[config.mk]
export PLATFORM = sky130hd
export DESIGN_NAME = decode_stage_flat
export DESIGN_NICKNAME = d
export VERILOG_FILES = /design/src/logic/isa_pkg.sv /design/src/logic/pipe_pkg.sv /design/src/logic/reg_dest_if.sv /design/src/logic/decode_stage.sv /design/src/flat_wrapper.sv
export VERILOG_INCLUDE_DIRS = /design/src /design/src/logic
export SDC_FILE = /design/constraint.sdc
export NUM_CORES = 1
export LEC_CHECK = 0
export CORE_ASPECT_RATIO = 0.75
export CORE_MARGIN = 2
export CORE_UTILIZATION = 45
export CTS_BUF_LIST = sky130_fd_sc_hd__clkbuf_4 sky130_fd_sc_hd__clkbuf_8
export DETAILED_ROUTE_END_ITERATION = 12
export DONT_BUFFER_PORTS = 1
export GPL_TIMING_DRIVEN = 0
export RECOVER_POWER = 25
export SLEW_MARGIN = 5
export SYNTH_ARGS = -nofsm -noshare
export SYNTH_HDL_FRONTEND = slang
export SYNTH_SLANG_ARGS = --single-unit
export TNS_END_PERCENT = 1
[constraint.sdc]
create_clock -name clk -period 22.8 [get_ports clk]
set_clock_uncertainty 0.1 [all_clocks]
set_input_delay 0 -clock clk [delete_from_list [all_inputs] [get_ports clk]]
set_output_delay 0 -clock clk [all_outputs]
set_load 0.05 [all_outputs]
[src/logic/cpu_settings.svh]
`ifndef CPU_SETTINGS_SVH
`define CPU_SETTINGS_SVH

// datapath and instruction width
`define DBITS 32
// register number width, 16 registers
`define REGNOBITS 4

// memory sizes as word address widths
`define IMEM_ADDR_BITS 8
`define DMEM_ADDR_BITS 8

// pc step and reset vector
`define INST_SIZE 32'd4
`define START_PC 32'h0000_0100

// memory mapped i/o
`define ADDR_LEDR 32'hFFFF_F020
`define ADDR_SW 32'hFFFF_F090
`define SW_BITS 10

`endif

[src/logic/isa_pkg.sv]
package isa_pkg;

  // primary opcode, instruction bits 31:26
  typedef enum logic [5:0] {
    op1_alur = 6'b000000,
    // conditional branches
    op1_beq  = 6'b001000,
    op1_blt  = 6'b001001,
    op1_ble  = 6'b001010,
    op1_bne  = 6'b001011,
    // jump and link through rs
    op1_jal  = 6'b001100,
    // memory access
    op1_lw   = 6'b010010,
    op1_sw   = 6'b011010,
    // immediate alu ops, top bit set
    op1_addi = 6'b100000,
    op1_andi = 6'b100100,
    op1_ori  = 6'b100101,
    op1_xori = 6'b100110
  } op1_e;

  // secondary opcode for alur, instruction bits 25:18
  typedef enum logic [7:0] {
    op2_nop  = 8'b00000000,
    // compares give 0 or 1
    op2_eq   = 8'b00001000,
    op2_lt   = 8'b00001001,
    op2_le   = 8'b00001010,
    op2_ne   = 8'b00001011,
    op2_add  = 8'b00100000,
    op2_and  = 8'b00100100,
    op2_or   = 8'b00100101,
    op2_xor  = 8'b00100110,
    op2_sub  = 8'b00101000,
    op2_nand = 8'b00101100,
    op2_nor  = 8'b00101101,
    op2_nxor = 8'b00101110,
    op2_rshf = 8'b00110000,
    op2_lshf = 8'b00110001
  } op2_e;

endpackage

[src/logic/pipe_pkg.sv]
`include "cpu_settings.svh"

package pipe_pkg;

  // fetch latch, 65 bits
  typedef struct packed {
    logic              valid;
    logic [`DBITS-1:0] pc_next;
    logic [`DBITS-1:0] instr;
  } fe_id_t;

  // decode latch
  typedef struct packed {
    logic                  valid;
    logic [`DBITS-1:0]     pc_next;
    isa_pkg::op1_e         op1;
    isa_pkg::op2_e         op2;
    logic [`DBITS-1:0]     val_a;
    logic [`DBITS-1:0]     val_b;
    logic [`DBITS-1:0]     imm;
    logic [`REGNOBITS-1:0] dst;
    logic                  wr_reg;
    logic                  rd_mem;
    logic                  wr_mem;
    logic                  is_br;
    logic                  is_jmp;
  } id_ex_t;

  // execute latch, all flags low means bubble
  typedef struct packed {
    logic [`DBITS-1:0]     result;
    logic [`DBITS-1:0]     st_val;
    logic [`REGNOBITS-1:0] dst;
    logic                  wr_reg;
    logic                  rd_mem;
    logic                  wr_mem;
  } ex_mem_t;

endpackage

[src/logic/reg_dest_if.sv]
`timescale 1ns/1ns
`include "cpu_settings.svh"

interface reg_dest_if;

  // destination pending in the execute latch
  logic                  ex_busy;
  logic [`REGNOBITS-1:0] ex_regno;

  // write-back port from the memory latch
  logic                  wb_en;
  logic [`REGNOBITS-1:0] wb_regno;
  logic [`DBITS-1:0]     wb_data;

  modport ex_src (output ex_busy, ex_regno);
  modport mem_src (output wb_en, wb_regno, wb_data);
  modport dec_sink (input ex_busy, ex_regno, wb_en, wb_regno, wb_data);

endinterface

[src/logic/decode_stage.sv]
`timescale 1ns/1ns
`include "cpu_settings.svh"

module decode_stage (
  input  logic              clk,
  input  logic              reset,
  input  pipe_pkg::fe_id_t  fe_in,
  input  logic              redirect,
  reg_dest_if.dec_sink      dest,
  output logic              stall,
  output pipe_pkg::id_ex_t  id_out
);

  logic [`DBITS-1:0]     regs [0:(1 << `REGNOBITS)-1];
  isa_pkg::op1_e         op1;
  isa_pkg::op2_e         op2;
  logic [`REGNOBITS-1:0] rd;
  logic [`REGNOBITS-1:0] rs;
  logic [`REGNOBITS-1:0] rt;
  logic [`DBITS-1:0]     imm_sx;
  logic [`REGNOBITS-1:0] dst;
  logic                  wr_reg;
  logic                  rd_mem;
  logic                  wr_mem;
  logic                  is_br;
  logic                  is_jmp;
  logic                  use_rs;
  logic                  use_rt;
  logic                  haz_rs;
  logic                  haz_rt;

  // instruction fields
  assign op1 = isa_pkg::op1_e'(fe_in.instr[31:26]);
  assign op2 = isa_pkg::op2_e'(fe_in.instr[25:18]);
  assign rd  = fe_in.instr[11:8];
  assign rs  = fe_in.instr[7:4];
  assign rt  = fe_in.instr[3:0];
  // 16 bit immediate overlaps op2 and rd
  assign imm_sx = {{(`DBITS-16){fe_in.instr[23]}}, fe_in.instr[23:8]};

  // control decode and which sources are actually read
  always_comb begin
    dst    = rt;
    wr_reg = 1'b0;
    rd_mem = 1'b0;
    wr_mem = 1'b0;
    is_br  = 1'b0;
    is_jmp = 1'b0;
    use_rs = 1'b0;
    use_rt = 1'b0;
    case (op1)
      isa_pkg::op1_alur: begin
        dst    = rd;
        wr_reg = (op2 != isa_pkg::op2_nop);
        use_rs = 1'b1;
        use_rt = 1'b1;
      end
      isa_pkg::op1_beq, isa_pkg::op1_blt, isa_pkg::op1_ble, isa_pkg::op1_bne: begin
        is_br  = 1'b1;
        use_rs = 1'b1;
        use_rt = 1'b1;
      end
      isa_pkg::op1_jal: begin
        is_jmp = 1'b1;
        wr_reg = 1'b1;
        use_rs = 1'b1;
      end
      isa_pkg::op1_lw: begin
        rd_mem = 1'b1;
        wr_reg = 1'b1;
        use_rs = 1'b1;
      end
      isa_pkg::op1_sw: begin
        // rs is the base, rt the store data
        wr_mem = 1'b1;
        use_rs = 1'b1;
        use_rt = 1'b1;
      end
      isa_pkg::op1_addi, isa_pkg::op1_andi, isa_pkg::op1_ori, isa_pkg::op1_xori: begin
        wr_reg = 1'b1;
        use_rs = 1'b1;
      end
      default: begin
      end
    endcase
    // r0 is hardwired, never a real destination
    if (dst == '0) begin
      wr_reg = 1'b0;
    end
  end

  // interlock against producers in the decode and execute latches
  // the memory latch writes back before the read, so it never blocks
  assign haz_rs = use_rs && (rs != '0) &&
                  ((id_out.wr_reg && id_out.dst == rs) ||
                   (dest.ex_busy && dest.ex_regno == rs));
  assign haz_rt = use_rt && (rt != '0) &&
                  ((id_out.wr_reg && id_out.dst == rt) ||
                   (dest.ex_busy && dest.ex_regno == rt));
  assign stall = fe_in.valid && (haz_rs || haz_rt);

  // register file written on the falling edge
  always_ff @(negedge clk or posedge reset) begin
    if (reset) begin
      for (int i = 0; i < (1 << `REGNOBITS); i++) begin
        regs[i] <= '0;
      end
    end else if (dest.wb_en && dest.wb_regno != '0) begin
      regs[dest.wb_regno] <= dest.wb_data;
    end
  end

  // decode latch
  always_ff @(posedge clk or posedge reset) begin
    if (reset) begin
      id_out <= '0;
    end else if (stall || redirect || !fe_in.valid) begin
      id_out <= '0;
    end else begin
      id_out.valid   <= 1'b1;
      id_out.pc_next <= fe_in.pc_next;
      id_out.op1     <= op1;
      id_out.op2     <= op2;
      id_out.val_a   <= regs[rs];
      id_out.val_b   <= regs[rt];
      id_out.imm     <= imm_sx;
      id_out.dst     <= dst;
      id_out.wr_reg  <= wr_reg;
      id_out.rd_mem  <= rd_mem;
      id_out.wr_mem  <= wr_mem;
      id_out.is_br   <= is_br;
      id_out.is_jmp  <= is_jmp;
    end
  end

endmodule

[src/flat_wrapper.sv]
// flat-port wrapper written by rule: the top's interface ports become plain ports
module decode_stage_flat 
  (clk, reset, fe_in, redirect, stall, id_out, dest_ex_busy, dest_ex_regno, dest_wb_en, dest_wb_regno, dest_wb_data);
  reg_dest_if dest_i ();
  input  logic clk;
  input  logic reset;
  input  pipe_pkg::fe_id_t fe_in;
  input  logic redirect;
  output logic stall;
  output pipe_pkg::id_ex_t id_out;
  input wire logic [$bits(dest_i.ex_busy)-1:0] dest_ex_busy;
  input wire logic [$bits(dest_i.ex_regno)-1:0] dest_ex_regno;
  input wire logic [$bits(dest_i.wb_en)-1:0] dest_wb_en;
  input wire logic [$bits(dest_i.wb_regno)-1:0] dest_wb_regno;
  input wire logic [$bits(dest_i.wb_data)-1:0] dest_wb_data;
  assign dest_i.ex_busy = dest_ex_busy;
  assign dest_i.ex_regno = dest_ex_regno;
  assign dest_i.wb_en = dest_wb_en;
  assign dest_i.wb_regno = dest_wb_regno;
  assign dest_i.wb_data = dest_wb_data;
  decode_stage u_core (.clk(clk), .reset(reset), .fe_in(fe_in), .redirect(redirect), .dest(dest_i), .stall(stall), .id_out(id_out));
endmodule
* After elaboration in Yosys (flattened, before gate mapping) *
Cells that the tools add are included.

storage, ports and cells
  bits in registers = 664
  output and inout port bits = 153
  logic and storage cells = 97

operators by class
  reductions and logical operators = 27
  multiplexer cells = 19
  bitwise logic cells = 3
  magnitude comparators = 4
  equal/unequal tests = 15

operators by type and width
  kind                  count
  $bwmux W512           1
  $bmux W32 S4          2
  $mux W32              5
  $mux W152             1
  $demux W32 S4         1
  $eq A6 B4 Y1 const B  5
  $eq A6 B6 Y1 const B  4
  $eq A4 B4 Y1          4
  $ge A5 B5 Y1 const B  3
  $not A4 Y5            3
  $eq A6 B5 Y1 const B  2
  $reduce_bool A4 Y1    3
  $reduce_or A12 Y1     1
  $reduce_or A6 Y1      2
  $logic_and A1 B1 Y1   11
  $reduce_bool A8 Y1    1
  $mux W1               7
  $logic_not A6 Y1      1
  $logic_or A1 B1 Y1    5
  $lt A5 B1 Y1 const B  1
  $logic_not A4 Y1      1
  $mux W4               1
  $reduce_or A4 Y1      1
  $pmux W1 S2           1
  $logic_not A1 Y1      1

* Depth between registers and ports, before layout *
  depth in word-level cells = 10
  depth in mapped cells = 10
  gate-level depth less buffers = 7

==> impl_metrics.csv <==
group,metric,value,unit
critical_path,cp.buffers_inverters,5,
route,antenna_left,0,
global_routing,antenna_found_initial,1,
placed_design,dp.cells,2977,
clocking,cts_setup_buffers,0,
floorplanning,design.core.area,68900,sq um
cells_and_area,final_cells,3313,
power,p_clk_share,34.0,%
power,pwr-share-seq,46.9,%
power,p_per_area,91.9,nW/um^2
critical_path,required,11710,ps
critical_path,crit_path_max_fanout,39,
outcome,status,"complete, but fails checks",
cells_and_area,drive_gt1_share,43.3,%
placed_design,dpl.hpwl,66.7,mm
cells_and_area,mostFrequentLayoutCells,"dfrtn_1 (512), mux2_2 (478), mux4_2 (258)",
sta,finalSetupViolCount,0,
yosys,ys_seq_elements,642,
floorplanning,io_pins,263,
critical_path,crit_chain,"dlygate4sd3_1 -> dlygate4sd3_1 -> clkinvlp_2 -> clkbuf_1 -> clkbuf_1",
sta,tns,0,ps
placed_design,place_congestion,0.858,
sta,hold_viol,0,
clocking,numCtsBuffers,106,
yosys,yosysWarnings,0,
cells_and_area,layout_commonest_cell,"dfrtn_1",
placed_design,portBuffers,0,
critical_path,slowest_delay,1690,ps
route,vias_per_cell,6.20,
route,wl_met1,45.2,mm
yosys,synth_cells,2025,
power,ir_drop,0.0000484,V
route,met3_length,9.34,mm
floorplanning,dieArea,72100,sq um
yosys,synth_enable_flop_cells,0,
yosys,synth_fp_nets,2135,
sta,rsz0062_at_grt,"false",
cells_and_area,layout.nets,2393,
critical_path,end_kind,"async pin",
clocking,cts_tree,"done",
route,drc_errors,0,
cells_and_area,syn_to_final_growth,15.9,%
run,maxCapViolCount,9,
power,power_leakage,15.4,nW
global_routing,grt-ovfl-total,0,
yosys,synth_cell_type_count,47,
power,power.internal,2.40,mW
clocking,clock_sinks,642,
critical_path,critical_path_class,"input pin to async pin",
clocking,root_buffer,"clkbuf_8",
clocking,path_clk_slew,60,ps
route,met2_wirelength,46.2,mm
floorplanning,dieWidth,309,um
power,combPwrFrac,19.0,%
clocking,clockBufferDepth,3,
global_routing,grt_max_degree,43,
critical_path,cp.arrival,4760,ps
global_routing,grt_usage,29.2,%
floorplanning,dieHeight,233,um
power,swShare,28.4,%
clocking,clk_latency,750,ps
route,drtIter0Drc,1888,
global_routing,grt_pass1_wl,149,mm
clocking,htreeDepth,3,
route,finalWirelength,104,mm
critical_path,crit_slowest_cell,"clkbuf_1",
sta,relSlewSlack,-50.5,%
hold_path,hp-class,"input pin to flop",
route,highest_layer,"met4",
sta,setup_slack,6950,ps
sta,tightest_slew,2260,ps
yosys,yosysSeqAreaShare,51.1,%
critical_path,worst_setup_path_start_kind,"input pin",
sta,drv_slew,334,
route,vias,20530,
yosys,avgSynthCellArea,15.5,sq um
yosys,synthFlopType,"dfrtn_1",
cells_and_area,final_util,53.0,%
yosys,async_reset_ff_share,100,%
route,first_pass_iters,5,
global_routing,grt_pass1_vias,21018,
critical_path,cp_top_family,"buffers and inverters",
floorplanning,initial_core_util,45.7,%
route,wire_per_inst,31.3,um
floorplanning,row_count,83,
placed_design,place_ws,8930,ps
outcome,violations,"capacitance limit, slew limit",
yosys,post_synth_instance_area,31500,sq um
power,p_sw,0.954,mW
-- registers in the layout, summed over array words and instances, names as in the netlist --
signal	count
u_core.regs	512
u_core.id_out	130
-- cell usage after synthesis, drive strengths merged (2+ instances only) --
master	number	area share, %
nor4bb	2	0.064
o21ai	2	0.044
mux4	258	18
inv	3	0.036
nand3	2	0.032
buf	105	2.1
a211oi	65	1.9
a21oi	16	0.27
nor3	14	0.22
nand3b	3	0.072
clkbuf	137	1.7
o221ai	20	0.56
nand2b	5	0.099
o22ai	12	0.24
nand2	3	0.036
xnor2	12	0.33
nor2b	35	0.72
or4	3	0.072
and2	82	1.6
dfrtp	130	10
nand4b	2	0.056
mux2i	76	2.4
or3	6	0.12
mux2	480	17
nor2	25	0.30
nand4	6	0.12
dfrtn	512	41
-- path summary, 6_finish.rpt --
check                                     end  slack (ps)              from  depth (start not counted)
min in group asynchronous  u_core.id_out[111]        1280             reset                          4
max reg2reg                 u_core.id_out[59]        9620  u_core.regs[210]                          4
min                        u_core.id_out[116]          70         fe_in[64]                          4
max                          u_core.regs[332]        6950             reset                          5
min reg2reg                  u_core.regs[497]         330  u_core.regs[497]                          1
max in group clk             u_core.regs[284]        9470  dest_wb_regno[3]                          4
-- routing by layer --
metal  vias up  GRT usage (%)
met4         0           9.19
met1     11108           42.2
li1       8167              -
met2      1055           43.3
met5         -              0
met3       200           7.45
-- power groups by stage --
stage / logic, mW / registers [mW] / clock network (mW)
after floorplan: 0.499 / 1.53 / 0
after global placement: 0.601 / 1.57 / 0
after CTS: 0.643 / 1.57 / 1.16
final: 0.639 / 1.57 / 1.14
after global routing: 0.680 / 1.60 / 1.22
after detailed placement: 0.624 / 1.58 / 0
-- timing repair --
action,4_1_cts,5_1_grt
hold buffers,133,0
endpoints found under the hold margin,192,0
gates resized for setup,0,0
endpoints found under the setup margin,0,0
-- cell families (layout without fill, tap and decap cells) --
logic type / count (synthesis) / in the layout / synth area share, %
buffers and inverters: 246 / 596 / 3.81
muxes: 814 / 814 / 38.1
AOI/OAI and AO/OA: 118 / 118 / 3.05
xor gates and xnor gates: 12 / 12 / 0.334
and+or+nand+nor: 193 / 193 / 3.67
other: 0 / 3 / 0
DFF: 642 / 642 / 51.1
-- layout make-up --
type | instances | area [sq um]
Fill cell | 5659 | 32400
Buffer | 242 | 1090
Multi-Input combinational cell | 1137 | 14200
Timing Repair Buffer | 150 | 1530
Clock inverter | 28 | 269
Clock buffer | 172 | 2140
Inverter | 4 | 16.3
Tap cell | 935 | 1170
Sequential cell | 642 | 16100
Antenna cell | 3 | 7.51
-- stage by stage --
step,instance area (sq um),power (mW),hold WS [ps]
finish,36500,3.35,72.9
global route,36500,3.49,54.4
global placement,32600,2.17,-24.5
detailed placement,33000,2.21,-87.2
CTS,36700,3.37,12.5
floorplan,31500,2.03,-29.7
-- tightest hold or removal path: cells and delay by family --
| family | cells | cell delay (ps) |
|---|---|---|
| buf+inv | 1 | 610 |
| simple gates | 3 | 280 |
Power figures use the tool's default switching activity.
