`src/logic/cpu_settings.svh`:
```
`ifndef CPU_SETTINGS_SVH
`define CPU_SETTINGS_SVH

// datapath and instruction width
`define DBITS 32
// register number width, 16 registers
`define REGNOBITS 4

// memory sizes as word address widths
`define IMEM_ADDR_BITS 8
`define DMEM_ADDR_BITS 8

// pc step and reset vector
`define INST_SIZE 32'd4
`define START_PC 32'h0000_0100

// memory mapped i/o
`define ADDR_LEDR 32'hFFFF_F020
`define ADDR_SW 32'hFFFF_F090
`define SW_BITS 10

`endif

```
`src/logic/isa_pkg.sv`:
```
package isa_pkg;

  // primary opcode, instruction bits 31:26
  typedef enum logic [5:0] {
    op1_alur = 6'b000000,
    // conditional branches
    op1_beq  = 6'b001000,
    op1_blt  = 6'b001001,
    op1_ble  = 6'b001010,
    op1_bne  = 6'b001011,
    // jump and link through rs
    op1_jal  = 6'b001100,
    // memory access
    op1_lw   = 6'b010010,
    op1_sw   = 6'b011010,
    // immediate alu ops, top bit set
    op1_addi = 6'b100000,
    op1_andi = 6'b100100,
    op1_ori  = 6'b100101,
    op1_xori = 6'b100110
  } op1_e;

  // secondary opcode for alur, instruction bits 25:18
  typedef enum logic [7:0] {
    op2_nop  = 8'b00000000,
    // compares give 0 or 1
    op2_eq   = 8'b00001000,
    op2_lt   = 8'b00001001,
    op2_le   = 8'b00001010,
    op2_ne   = 8'b00001011,
    op2_add  = 8'b00100000,
    op2_and  = 8'b00100100,
    op2_or   = 8'b00100101,
    op2_xor  = 8'b00100110,
    op2_sub  = 8'b00101000,
    op2_nand = 8'b00101100,
    op2_nor  = 8'b00101101,
    op2_nxor = 8'b00101110,
    op2_rshf = 8'b00110000,
    op2_lshf = 8'b00110001
  } op2_e;

endpackage

```
`src/logic/pipe_pkg.sv`:
```
`include "cpu_settings.svh"

package pipe_pkg;

  // fetch latch, 65 bits
  typedef struct packed {
    logic              valid;
    logic [`DBITS-1:0] pc_next;
    logic [`DBITS-1:0] instr;
  } fe_id_t;

  // decode latch
  typedef struct packed {
    logic                  valid;
    logic [`DBITS-1:0]     pc_next;
    isa_pkg::op1_e         op1;
    isa_pkg::op2_e         op2;
    logic [`DBITS-1:0]     val_a;
    logic [`DBITS-1:0]     val_b;
    logic [`DBITS-1:0]     imm;
    logic [`REGNOBITS-1:0] dst;
    logic                  wr_reg;
    logic                  rd_mem;
    logic                  wr_mem;
    logic                  is_br;
    logic                  is_jmp;
  } id_ex_t;

  // execute latch, all flags low means bubble
  typedef struct packed {
    logic [`DBITS-1:0]     result;
    logic [`DBITS-1:0]     st_val;
    logic [`REGNOBITS-1:0] dst;
    logic                  wr_reg;
    logic                  rd_mem;
    logic                  wr_mem;
  } ex_mem_t;

endpackage

```
`src/logic/reg_dest_if.sv`:
```
`timescale 1ns/1ns
`include "cpu_settings.svh"

interface reg_dest_if;

  // destination pending in the execute latch
  logic                  ex_busy;
  logic [`REGNOBITS-1:0] ex_regno;

  // write-back port from the memory latch
  logic                  wb_en;
  logic [`REGNOBITS-1:0] wb_regno;
  logic [`DBITS-1:0]     wb_data;

  modport ex_src (output ex_busy, ex_regno);
  modport mem_src (output wb_en, wb_regno, wb_data);
  modport dec_sink (input ex_busy, ex_regno, wb_en, wb_regno, wb_data);

endinterface

```
`src/logic/execute_stage.sv`:
```
`timescale 1ns/1ns
`include "cpu_settings.svh"

module execute_stage (
  input  logic              clk,
  input  logic              reset,
  input  pipe_pkg::id_ex_t  id_in,
  reg_dest_if.ex_src        dest,
  output logic              redirect,
  output logic [`DBITS-1:0] redirect_pc,
  output pipe_pkg::ex_mem_t ex_out
);

  logic signed [`DBITS-1:0] a;
  logic signed [`DBITS-1:0] b;
  logic [`DBITS-1:0]        alu_res;
  logic                     br_cond;
  logic                     take;
  logic [`DBITS-1:0]        target;

  // signed view of the operands for compares
  assign a = id_in.val_a;
  assign b = id_in.val_b;

  always_comb begin
    case (id_in.op1)
      isa_pkg::op1_alur: begin
        case (id_in.op2)
          isa_pkg::op2_eq:   alu_res = {{(`DBITS-1){1'b0}}, a == b};
          isa_pkg::op2_lt:   alu_res = {{(`DBITS-1){1'b0}}, a < b};
          isa_pkg::op2_le:   alu_res = {{(`DBITS-1){1'b0}}, a <= b};
          isa_pkg::op2_ne:   alu_res = {{(`DBITS-1){1'b0}}, a != b};
          isa_pkg::op2_add:  alu_res = a + b;
          isa_pkg::op2_and:  alu_res = a & b;
          isa_pkg::op2_or:   alu_res = a | b;
          isa_pkg::op2_xor:  alu_res = a ^ b;
          isa_pkg::op2_sub:  alu_res = a - b;
          isa_pkg::op2_nand: alu_res = ~(a & b);
          isa_pkg::op2_nor:  alu_res = ~(a | b);
          isa_pkg::op2_nxor: alu_res = ~(a ^ b);
          // logical shifts
          isa_pkg::op2_rshf: alu_res = id_in.val_a >> id_in.val_b;
          isa_pkg::op2_lshf: alu_res = id_in.val_a << id_in.val_b;
          default:           alu_res = '0;
        endcase
      end
      // lw and sw compute the byte address
      isa_pkg::op1_addi, isa_pkg::op1_lw, isa_pkg::op1_sw: alu_res = id_in.val_a + id_in.imm;
      isa_pkg::op1_andi: alu_res = id_in.val_a & id_in.imm;
      isa_pkg::op1_ori:  alu_res = id_in.val_a | id_in.imm;
      isa_pkg::op1_xori: alu_res = id_in.val_a ^ id_in.imm;
      // link value
      isa_pkg::op1_jal:  alu_res = id_in.pc_next;
      default:           alu_res = '0;
    endcase
  end

  always_comb begin
    case (id_in.op1)
      isa_pkg::op1_beq: br_cond = (a == b);
      isa_pkg::op1_blt: br_cond = (a < b);
      isa_pkg::op1_ble: br_cond = (a <= b);
      isa_pkg::op1_bne: br_cond = (a != b);
      default:          br_cond = 1'b0;
    endcase
  end

  // branches are pc relative, jal is rs relative, both word offsets
  assign take   = id_in.valid && (id_in.is_jmp || (id_in.is_br && br_cond));
  assign target = id_in.is_br ? id_in.pc_next + (id_in.imm << 2)
                              : id_in.val_a + (id_in.imm << 2);

  // a redirect already in flight squashes the younger one behind it
  always_ff @(posedge clk or posedge reset) begin
    if (reset) begin
      redirect <= 1'b0;
    end else begin
      redirect <= take && !redirect;
    end
  end

  always_ff @(posedge clk) begin
    redirect_pc <= target;
  end

  // execute latch
  always_ff @(posedge clk or posedge reset) begin
    if (reset) begin
      ex_out <= '0;
    end else if (redirect || !id_in.valid) begin
      ex_out <= '0;
    end else begin
      ex_out.result <= alu_res;
      ex_out.st_val <= id_in.val_b;
      ex_out.dst    <= id_in.dst;
      ex_out.wr_reg <= id_in.wr_reg;
      ex_out.rd_mem <= id_in.rd_mem;
      ex_out.wr_mem <= id_in.wr_mem;
    end
  end

  // pending destination for the decode interlock
  assign dest.ex_busy  = ex_out.wr_reg;
  assign dest.ex_regno = ex_out.dst;

endmodule

```
`src/flat_wrapper.sv`:
```
// flat-port wrapper written by rule: the top's interface ports become plain ports
module execute_stage_flat 
  (clk, reset, id_in, redirect, redirect_pc, ex_out, dest_ex_busy, dest_ex_regno);
  reg_dest_if dest_i ();
  input  logic clk;
  input  logic reset;
  input  pipe_pkg::id_ex_t id_in;
  output logic redirect;
  output logic [`DBITS-1:0] redirect_pc;
  output pipe_pkg::ex_mem_t ex_out;
  output wire logic [$bits(dest_i.ex_busy)-1:0] dest_ex_busy;
  output wire logic [$bits(dest_i.ex_regno)-1:0] dest_ex_regno;
  assign dest_ex_busy = dest_i.ex_busy;
  assign dest_ex_regno = dest_i.ex_regno;
  execute_stage u_core (.clk(clk), .reset(reset), .id_in(id_in), .dest(dest_i), .redirect(redirect), .redirect_pc(redirect_pc), .ex_out(ex_out));
endmodule
```
`config.mk`:
```
export PLATFORM = sky130hd
export DESIGN_NAME = execute_stage_flat
export DESIGN_NICKNAME = d
export VERILOG_FILES = /design/src/logic/isa_pkg.sv /design/src/logic/pipe_pkg.sv /design/src/logic/reg_dest_if.sv /design/src/logic/execute_stage.sv /design/src/flat_wrapper.sv
export VERILOG_INCLUDE_DIRS = /design/src /design/src/logic
export SDC_FILE = /design/constraint.sdc
export NUM_CORES = 1
export LEC_CHECK = 0
export ABC_CLOCK_PERIOD_IN_PS = 2500
export BUFFER_PORTS_ARGS = -buffer_cell sky130_fd_sc_hd__buf_2
export CAP_MARGIN = 10
export CORE_UTILIZATION = 35
export DETAILED_ROUTE_END_ITERATION = 8
export SYNTH_ARGS = -nofsm -noshare
export SYNTH_HDL_FRONTEND = slang
export SYNTH_SLANG_ARGS = --single-unit
```
`constraint.sdc`:
```
create_clock -name clk -period 2.5 [get_ports clk]
set_input_delay 0.25 -clock clk [delete_from_list [all_inputs] [get_ports clk]]
set_output_delay 0.25 -clock clk [all_outputs]
set_load 0.02 [all_outputs]
```
# ---- Word-level counts from Yosys, hierarchy flattened
# Cells that the tools add are included.
dict set report word_totals {
  register_bits 104
  in_bits 154
}
dict set report op_classes {
  n_shift 2
  order_cmp 2
  n_eq_ne 27
  mux 5
  add_sub_neg 5
  n_bitwise 9
  reduce_logical 9
}
# cell n
set ops {}
lappend ops {{$pmux 32 s14} 1}
lappend ops {{$pmux 32 s6} 1}
lappend ops {{$add 32x32->32} 4}
lappend ops {{$not 32->32} 3}
lappend ops {{$eq 8x6->1 const B} 10}
lappend ops {{$mux 71} 1}
lappend ops {{$and 32x32->32} 2}
lappend ops {{$or 32x32->32} 2}
lappend ops {{$xor 32x32->32} 2}
lappend ops {{$eq 32x32->1} 1}
lappend ops {{$eq 8x4->1 const B} 4}
lappend ops {{$le 32x32->1} 1}
lappend ops {{$lt 32x32->1} 1}
lappend ops {{$mux 32} 1}
lappend ops {{$ne 32x32->1} 1}
lappend ops {{$shl 32x32->32} 1}
lappend ops {{$shr 32x32->32} 1}
lappend ops {{$sub 32x32->32} 1}
lappend ops {{$eq 6x4->1 const B} 5}
lappend ops {{$eq 6x6->1 const B} 4}
lappend ops {{$eq 6x5->1 const B} 2}
lappend ops {{$logic_not 6->1} 1}
lappend ops {{$pmux 1 s4} 1}
lappend ops {{$logic_and 1x1->1} 3}
lappend ops {{other kinds (3)} 5}

# ---- Longest topological paths before layout
# Gate-level depths: netlist of the first run.
dict set report logic_depth {
  word_depth 6
  ltp_mapped 17
  mapped_depth_nobuf 15
}

# ---- Worst setup path after synthesis of the first run
# OpenSTA, ideal clock, no wires.
dict set report synth_path {
  path_type {input port to flip-flop}
  startpoint {in id_in[43] (netlist name)}
  endpoint {reg, netlist name u_core.ex_out[63]}
  setup_ns 0.124
  stages 16
  arrival_ns 3.432
  n_path_buf 4
  slack_ns -1.056
  path_cell_list {buf_2 > buf_6 > inv_2 > buf_2 > buf_1 > ha_1 > a21o_1 > a221o_1 > o311ai_4 > o211ai_4 > a311oi_2 > o211ai_1 > o21ai_1 > xor2_1 > o21ai_1 > a211o_1}
}
dict set report synth_via {
  elab_chain_len 4
  elab_cells_between_ends 7
}
# item line
set synth_rtl {}
lappend synth_rtl {{from (decl)} flat_wrapper.sv:7} ;# input pipe_pkg::id_ex_t id_in;
lappend synth_rtl {{$sub 32x32->32 (tied with other cells)} execute_stage.sv:37} ;# isa_pkg::op2_sub: alu_res = a - b;
lappend synth_rtl {{$pmux 32 s14 *} execute_stage.sv:28} ;# case (id_in.op2)
lappend synth_rtl {{$pmux 32 s6 *} execute_stage.sv:26} ;# case (id_in.op1)
lappend synth_rtl {{$mux 71 *} execute_stage.sv:90} ;# end else if (redirect || !id_in.valid) begin
# Every way passes the cells marked *; elsewhere a longest branch is shown, timed or not.

# ---- Final worst setup path of the first run
dict set report layout_path {
  startpoint {in id_in[74] (netlist name)}
  endpoint {reg, netlist name u_core.ex_out[63]}
}
dict set report layout_via {
  elab_chain_len 4
  elab_cells_between_ends 8
}
# item line
set layout_rtl {}
lappend layout_rtl {{$sub 32x32->32 (tied with other cells)} execute_stage.sv:37}
lappend layout_rtl {{$pmux 32 s14} execute_stage.sv:28}
lappend layout_rtl {{$pmux 32 s6 *} execute_stage.sv:26}
lappend layout_rtl {{$mux 71 *} execute_stage.sv:90}
# Marked as above.

==> results.ini, run 1 <==
[run_status]
status=finished with violations
violations=setup timing

[pwr]
pwr-share-comb=0.615
p_per_area_nw_per_um2=325
ir_drop_mv=0.310
p_total_mw=9.18
netSwitchingFraction=0.435
p_clk_frac=0.179
seqPwrFrac=0.206
p_sw_mw=3.99
cell_internal_pwr_mw=5.19
p_leak_nw=13.3

[hold_path]
min_path_type=primary input to flip-flop

[floorplanning]
die_w_um=223
die_area_um2=49900
die_h_um=223
io_pins=263
core_area_um2=48000
rows=80
start_util=0.357

[flow_run]
maxCapViolations=0

[detailed_routing]
drt-initial-drc-count=2093
drtPass1Iterations=7
drc=0
vias=23000
antenna_left=0
wl_um=96500
via_per_inst=5.87
drt-wirelength-per-cell_um=24.6

[synth]
synth_nets=2678
synth.avg_cell_area_um2=7.37
ys_ff_latch=104
synth_enable_flop_cells=0
postSynthCellCount=2331
ys_types=92
syn_area_um2=17200
async_flop_share=0.692
yosysTopAreaCellShare=0.138
seq_area_frac_synth=0.142
yosys_warnings=0
ys.flop_type=dfrtp_1
ys_top_cells_by_area=ha_1, dfrtp_1, mux2i_1, a21oi_1, o21ai_0
yosysTopAreaCell=ha_1

[finish]
final_util=0.587
drive_above_1_share=0.469
fin_area_um2=28200
layoutNonFillerInstCount=3925
antenna_cells=0
area_delta_synth_final_pct=64.3
final_cell_mix=buf_4, buf_2, nand2_1
mostFrequentLayoutCell=buf_4
layout.nets=3652

[timing]
fin_worst_skew_ps=17.7
worstMarginPinSlew_ps=982
finalMaxSlewViolations=0
setup_ws_ps=-355
setup_tns_ps=-6640
finalSetupViolations=36
timing.final.hold_violations=0
period_minus_slack_ps=2850
rsz0062_at_grt=yes
relSlewSlack=0.345
fin_crit_sh=1.14
hold_ws_ps=52.5
max_freq_mhz=350

[global_routing]
grt_pass1_wl_um=140000
overflow=0
grt_max_degree=62
grt_pass1_vias=22500
grt_usage=0.373
antenna_found_initial=0

[clocking]
htree_levels=3
cts_sinks=104
clock_latency_ps=410
path_clk_slew_ps=80
cts_buffers=9
cts-root-buf=clkbuf_16
clk_path_buf_depth=2
cts_tree=built

[worst_setup_path]
path_cells=buf_6 -> buf_6 -> buf_8 -> fa_2 -> a21o_1 -> a221o_1 -> o311ai_4 -> o211ai_4 -> a311oi_2 -> o211ai_1 -> o21ai_1 -> xor2_1 -> o21ai_2 -> a211o_1
slowest_delay_ps=400
crit_buf_inv=3
cp-end-kind=flip-flop
critPathSlowestCell=o311ai_4
worstPathMaxFanout=4
arrival_ps=3150
cpMostUsedCell=buf_6
cp_top_family=compound AO/OA/AOI/OAI gates
setup.worst_path.start_class=primary input
crit_required_ps=2790
criticalPathCategory=primary input to flip-flop

[place]
port_buffers=262
placed_cells=3847
hpwl_um=77100
gp_congestion=1.09
place_ws_ps=-1310
placed_area_um2=24800

-- routing by layer --
layer	track usage	share of wire	vias up
met5	0	0	-
met4	0.254	0.076	0
met3	0.0502	0.067	303
met2	0.597	0.45	1219
met1	0.467	0.41	11000
li1	-	-	10500
-- cell families (layout without fill, tap and decap cells) --
group / after synthesis / count (layout) / synth area share
AO/OA/AOI/OAI: 799 / 799 / 0.306
XOR/XNOR: 80 / 80 / 0.0408
adder cells (fa/ha/maj): 193 / 193 / 0.142
buffers and inverters: 334 / 1311 / 0.0796
flip-flops: 104 / 104 / 0.142
multiplexers: 148 / 148 / 0.106
AND/OR/NAND/NOR: 673 / 675 / 0.183
-- cell type report --
cell class / instances / area, um^2
flip-flops and latches: 104 / 2440
fillers: 4429 / 19800
well taps: 615 / 769
clock inverters: 7 / 91.3
inverters: 164 / 667
repair buffers: 1131 / 8400
multi-input cells: 1895 / 15600
clock buffers: 9 / 225
-- Yosys cell counts, types with 28 or more instances --
cell,number
a211oi_1,31
a21o_1,33
a21oi_1,196
a221oi_1,41
a22oi_1,28
a31oi_1,39
and2_1,52
buf_2,38
clkbuf_1,104
dfrtp_1,72
dfxtp_1,32
ha_1,189
inv_1,161
mux2i_1,100
nand2_1,233
nand3_1,45
nor2_1,175
nor3_1,41
o211ai_1,36
o21ai_0,182
o22ai_1,39
xnor2_1,64
-- path summary, 6_finish.rpt --
check / to / start / cells past startpoint / slack [ps]
setup / recovery: u_core.ex_out[63] / id_in[74] / 14 / -350
hold reg to reg: u_core.redirect / u_core.redirect / 4 / 940
max in group asynchronous: u_core.ex_out[47] / reset / 4 / 1420
min in group asynchronous: u_core.ex_out[7] / reset / 3 / 370
hold / removal: u_core.dest.ex_regno[3] / id_in[8] / 2 / 50
setup reg to reg: u_core.ex_out[60] / u_core.redirect / 7 / 680
-- sequential cells by signal, summed over array words and instances (netlist names) --
register              cells
u_core.ex_out            66
u_core.redirect_pc       32
u_core.dest.ex_regno      4
u_core.dest.ex_busy       1
u_core.redirect           1
-- power by group through the flow --
stage	logic, mW	clock network [mW]	registers, mW
floorplan	2.30	0	2.15
global placement	4.82	0	1.92
detailed placement	4.87	0	1.92
CTS	5.29	1.68	1.89
global route	5.96	1.72	1.91
finish	5.65	1.64	1.89
-- repair_timing --
action / in CTS / in global routing
pin swaps: 175 / 163
hold buffers: 1 / 0
gates resized for setup: 377 / 175
endpoints found under the hold margin: 13 / 0
setup buffers: 53 / 20
cloned: 5 / 1
setup endpoints to repair: 46 / 42
No activity file was read; power rests on OpenSTA's default activity.
==> run 2: changes to the inputs <==
Settings changed: ABC_CLOCK_PERIOD_IN_PS 2500 to 3490, CORE_MARGIN from default to 2.
Clock period 2.5 ns to 3.49 ns, I/O delays scaled along.
==> run 2 against run 1 <==
Net effect:
- worst hold slack worse by 19 ps
- clock power down 25%
- sequential cell count unchanged
- sequential power down 29%
- die area up 1.8%
- via count down 7.3%
- final area down 20%
- global-route usage up 0.76 points
- register-to-register slack better by 990 ps
- the run now ends clean
- power down 36%
- non-clock buffer count down 395
- combinational power down 42%
- critical endpoint is now u_core.ex_out[69]
- largest cell class unchanged
==> results.ini, run 2 (same netlist as run 1, synthesis figures left out) <==
[run_status]
status=finished clean

[worst_setup_path]
setup.worst_path.start_class=primary input
path_cells=buf_2 -> buf_12 -> ha_1 -> fa_1 -> a21o_1 -> a221o_1 -> o311ai_4 -> buf_4 -> o211ai_4 -> a32oi_1 -> o21ai_0 -> xnor2_1 -> o21ai_0 -> buf_4 -> a21oi_1 -> o211ai_1
critPathSlowestCell=o21ai_0
crit_required_ps=3830  ; +1040 ps
worstPathMaxFanout=4  ; unchanged
cp-end-kind=flip-flop
criticalPathCategory=primary input to flip-flop
slowest_delay_ps=430  ; +30 ps
arrival_ps=3740  ; +590 ps

[pwr]
pwr-share-comb=0.559  ; -0.056
p_per_area_nw_per_um2=259  ; -20%
ir_drop_mv=0.274  ; -12%
p_leak_nw=10.9  ; -18%
p_total_mw=5.84  ; -36%
p_sw_mw=2.63  ; -34%
cell_internal_pwr_mw=3.21  ; -38%
p_clk_frac=0.210  ; +0.031
seqPwrFrac=0.231  ; +0.025
netSwitchingFraction=0.450  ; +0.0155

[clocking]
cts_buffers=9  ; unchanged
path_clk_slew_ps=90  ; about the same
cts-root-buf=clkbuf_16
htree_levels=3  ; unchanged
cts_tree=built
cts_sinks=104  ; unchanged
clk_path_buf_depth=2  ; unchanged
clock_latency_ps=410  ; about the same

[detailed_routing]
drc=0  ; unchanged
vias=21400  ; -7.3%
antenna_left=0  ; unchanged
drt-initial-drc-count=2238  ; +6.9%
drt-wirelength-per-cell_um=28.0  ; +14%
wl_um=99000  ; +2.7%
drtPass1Iterations=5  ; -2
via_per_inst=6.04  ; +2.9%

[timing]
fin_worst_skew_ps=15.4  ; -2.34 ps
worstMarginPinSlew_ps=1090  ; +107 ps
finalSetupViolations=0  ; -100%
setup_ws_ps=85.1  ; +440 ps
rsz0062_at_grt=no
relSlewSlack=0.274  ; -0.0715
timing.final.hold_violations=0  ; unchanged
period_minus_slack_ps=3400
max_freq_mhz=294
fin_crit_sh=0.976
finalMaxSlewViolations=0  ; unchanged

[finish]
layoutNonFillerInstCount=3539  ; -9.8%
fin_area_um2=22600  ; -20%
final_cell_mix=buf_4, buf_2, nand2_1
regMostFlops=u_core.ex_out
seqCellArea_um2=2440  ; unchanged
drive_above_1_share=0.290  ; -0.178
area_delta_synth_final_pct=31.6
final_util=0.464  ; -0.123
mostFrequentLayoutCell=buf_4
largest_reg_flops=66  ; unchanged
fillCellCount=4942  ; +12%
multi_input_comb_area_um2=13400  ; -14%
layout.nets=3255  ; -11%

[place]
gp_congestion=1.08  ; -1.0%
hpwl_um=81900  ; +6.3%
place_ws_ps=-324  ; +986 ps
placed_cells=3519  ; -8.5%
placed_area_um2=22300  ; -10%
port_buffers=262  ; unchanged

[global_routing]
grt_max_degree=62  ; unchanged
grt_usage=0.381  ; +0.00762
overflow=0  ; unchanged
antenna_found_initial=1  ; +1
grt_pass1_wl_um=140000  ; +0.24%
grt_pass1_vias=20200  ; -11%

[hold_path]
min_path_type=primary input to asynchronous set/reset pin

[flow_run]
maxCapViolations=0  ; unchanged

[floorplanning]
start_util=0.353  ; -0.00441
io_pins=263  ; unchanged
die_w_um=225  ; +0.89%
die_area_um2=50800  ; +1.8%
die_h_um=225  ; +0.89%
rows=81  ; +1.3%
core_area_um2=48600  ; +1.3%

-- run 2: changes by cell type in the layout (fill, tap and decap cells not counted), moves of 24 or more --
cell / previous run / this run
buf_4: 806 / 462
o21ai_0: 124 / 182
buf_6: 56 / 0
a21oi_1: 158 / 196
ha_1: 156 / 189
a21oi_2: 29 / 0
o21ai_2: 29 / 3
ha_4: 24 / 0
-- run 2: metrics by stage --
| stage | hold WS [ps] | setup TNS, ps |
|---|---|---|
| floorplan | 462 | 0 |
| global placement | 491 | -2080 |
| detailed placement | 487 | -2260 |
| CTS | 37.3 | 0 |
| global route | 91.0 | 0 |
| finish | 33.8 | 0 |
-- run 2: area by class of cell --
cell class | count | area share
antenna | 4 | 0.000443
clock buffer | 9 | 0.00997
clock inverter | 7 | 0.00443
inverter | 164 | 0.0273
multi-input combinational | 1893 | 0.593
sequential | 104 | 0.108
tap | 622 | 0.0344
timing repair buffer | 736 | 0.222
-- run 2: worst max-delay path, delay by kind of cell --
family	cells	cell delay, ps
AOI/OAI and AO/OA	9	2010
buffers and inverters	4	660
adders and majority gates	2	580
xor gates and xnor gates	1	140
-- run 2: timing repair --
item | 4_1_cts | 5_1_grt
endpoints found under the setup margin | 0 | 1
hold buffers | 0 | 0
resized for setup | 0 | 1
setup buffers | 0 | 0
-- run 2: per-layer routing --
metal / GRT usage / up-vias / part of all wire / wire length, um
met5: 0 / - / 0.00016 / 16
met4: 0.219 / 2 / 0.065 / 6460
met3: 0.0561 / 237 / 0.077 / 7630
met2: 0.602 / 1150 / 0.44 / 43700
met1: 0.494 / 10300 / 0.42 / 41300
li1: - / 9671 / - / -
-- run 2: path summary, 6_finish.rpt --
kind	startpoint	endpoint	slack (ps)	depth (start not counted)
worst max-delay path	id_in[73]	u_core.ex_out[69]	90	16
worst min-delay path	reset	u_core.ex_out[38]	30	3
worst max register to register	u_core.redirect	u_core.ex_out[46]	1670	5
worst min register to register	u_core.redirect	u_core.ex_out[53]	890	3
max in group asynchronous	reset	u_core.ex_out[39]	2850	3
min in group clk	id_in[5]	u_core.dest.ex_regno[0]	130	2
-- run 2: power groups by stage --
stage,clock [mW],sequential [mW],combinational [mW]
final,1.23,1.35,3.27
after global placement,0,1.37,3.17
after global routing,1.28,1.36,3.47
after CTS,1.26,1.35,3.20
after floorplan,0,1.54,1.60
after detailed placement,0,1.38,3.19
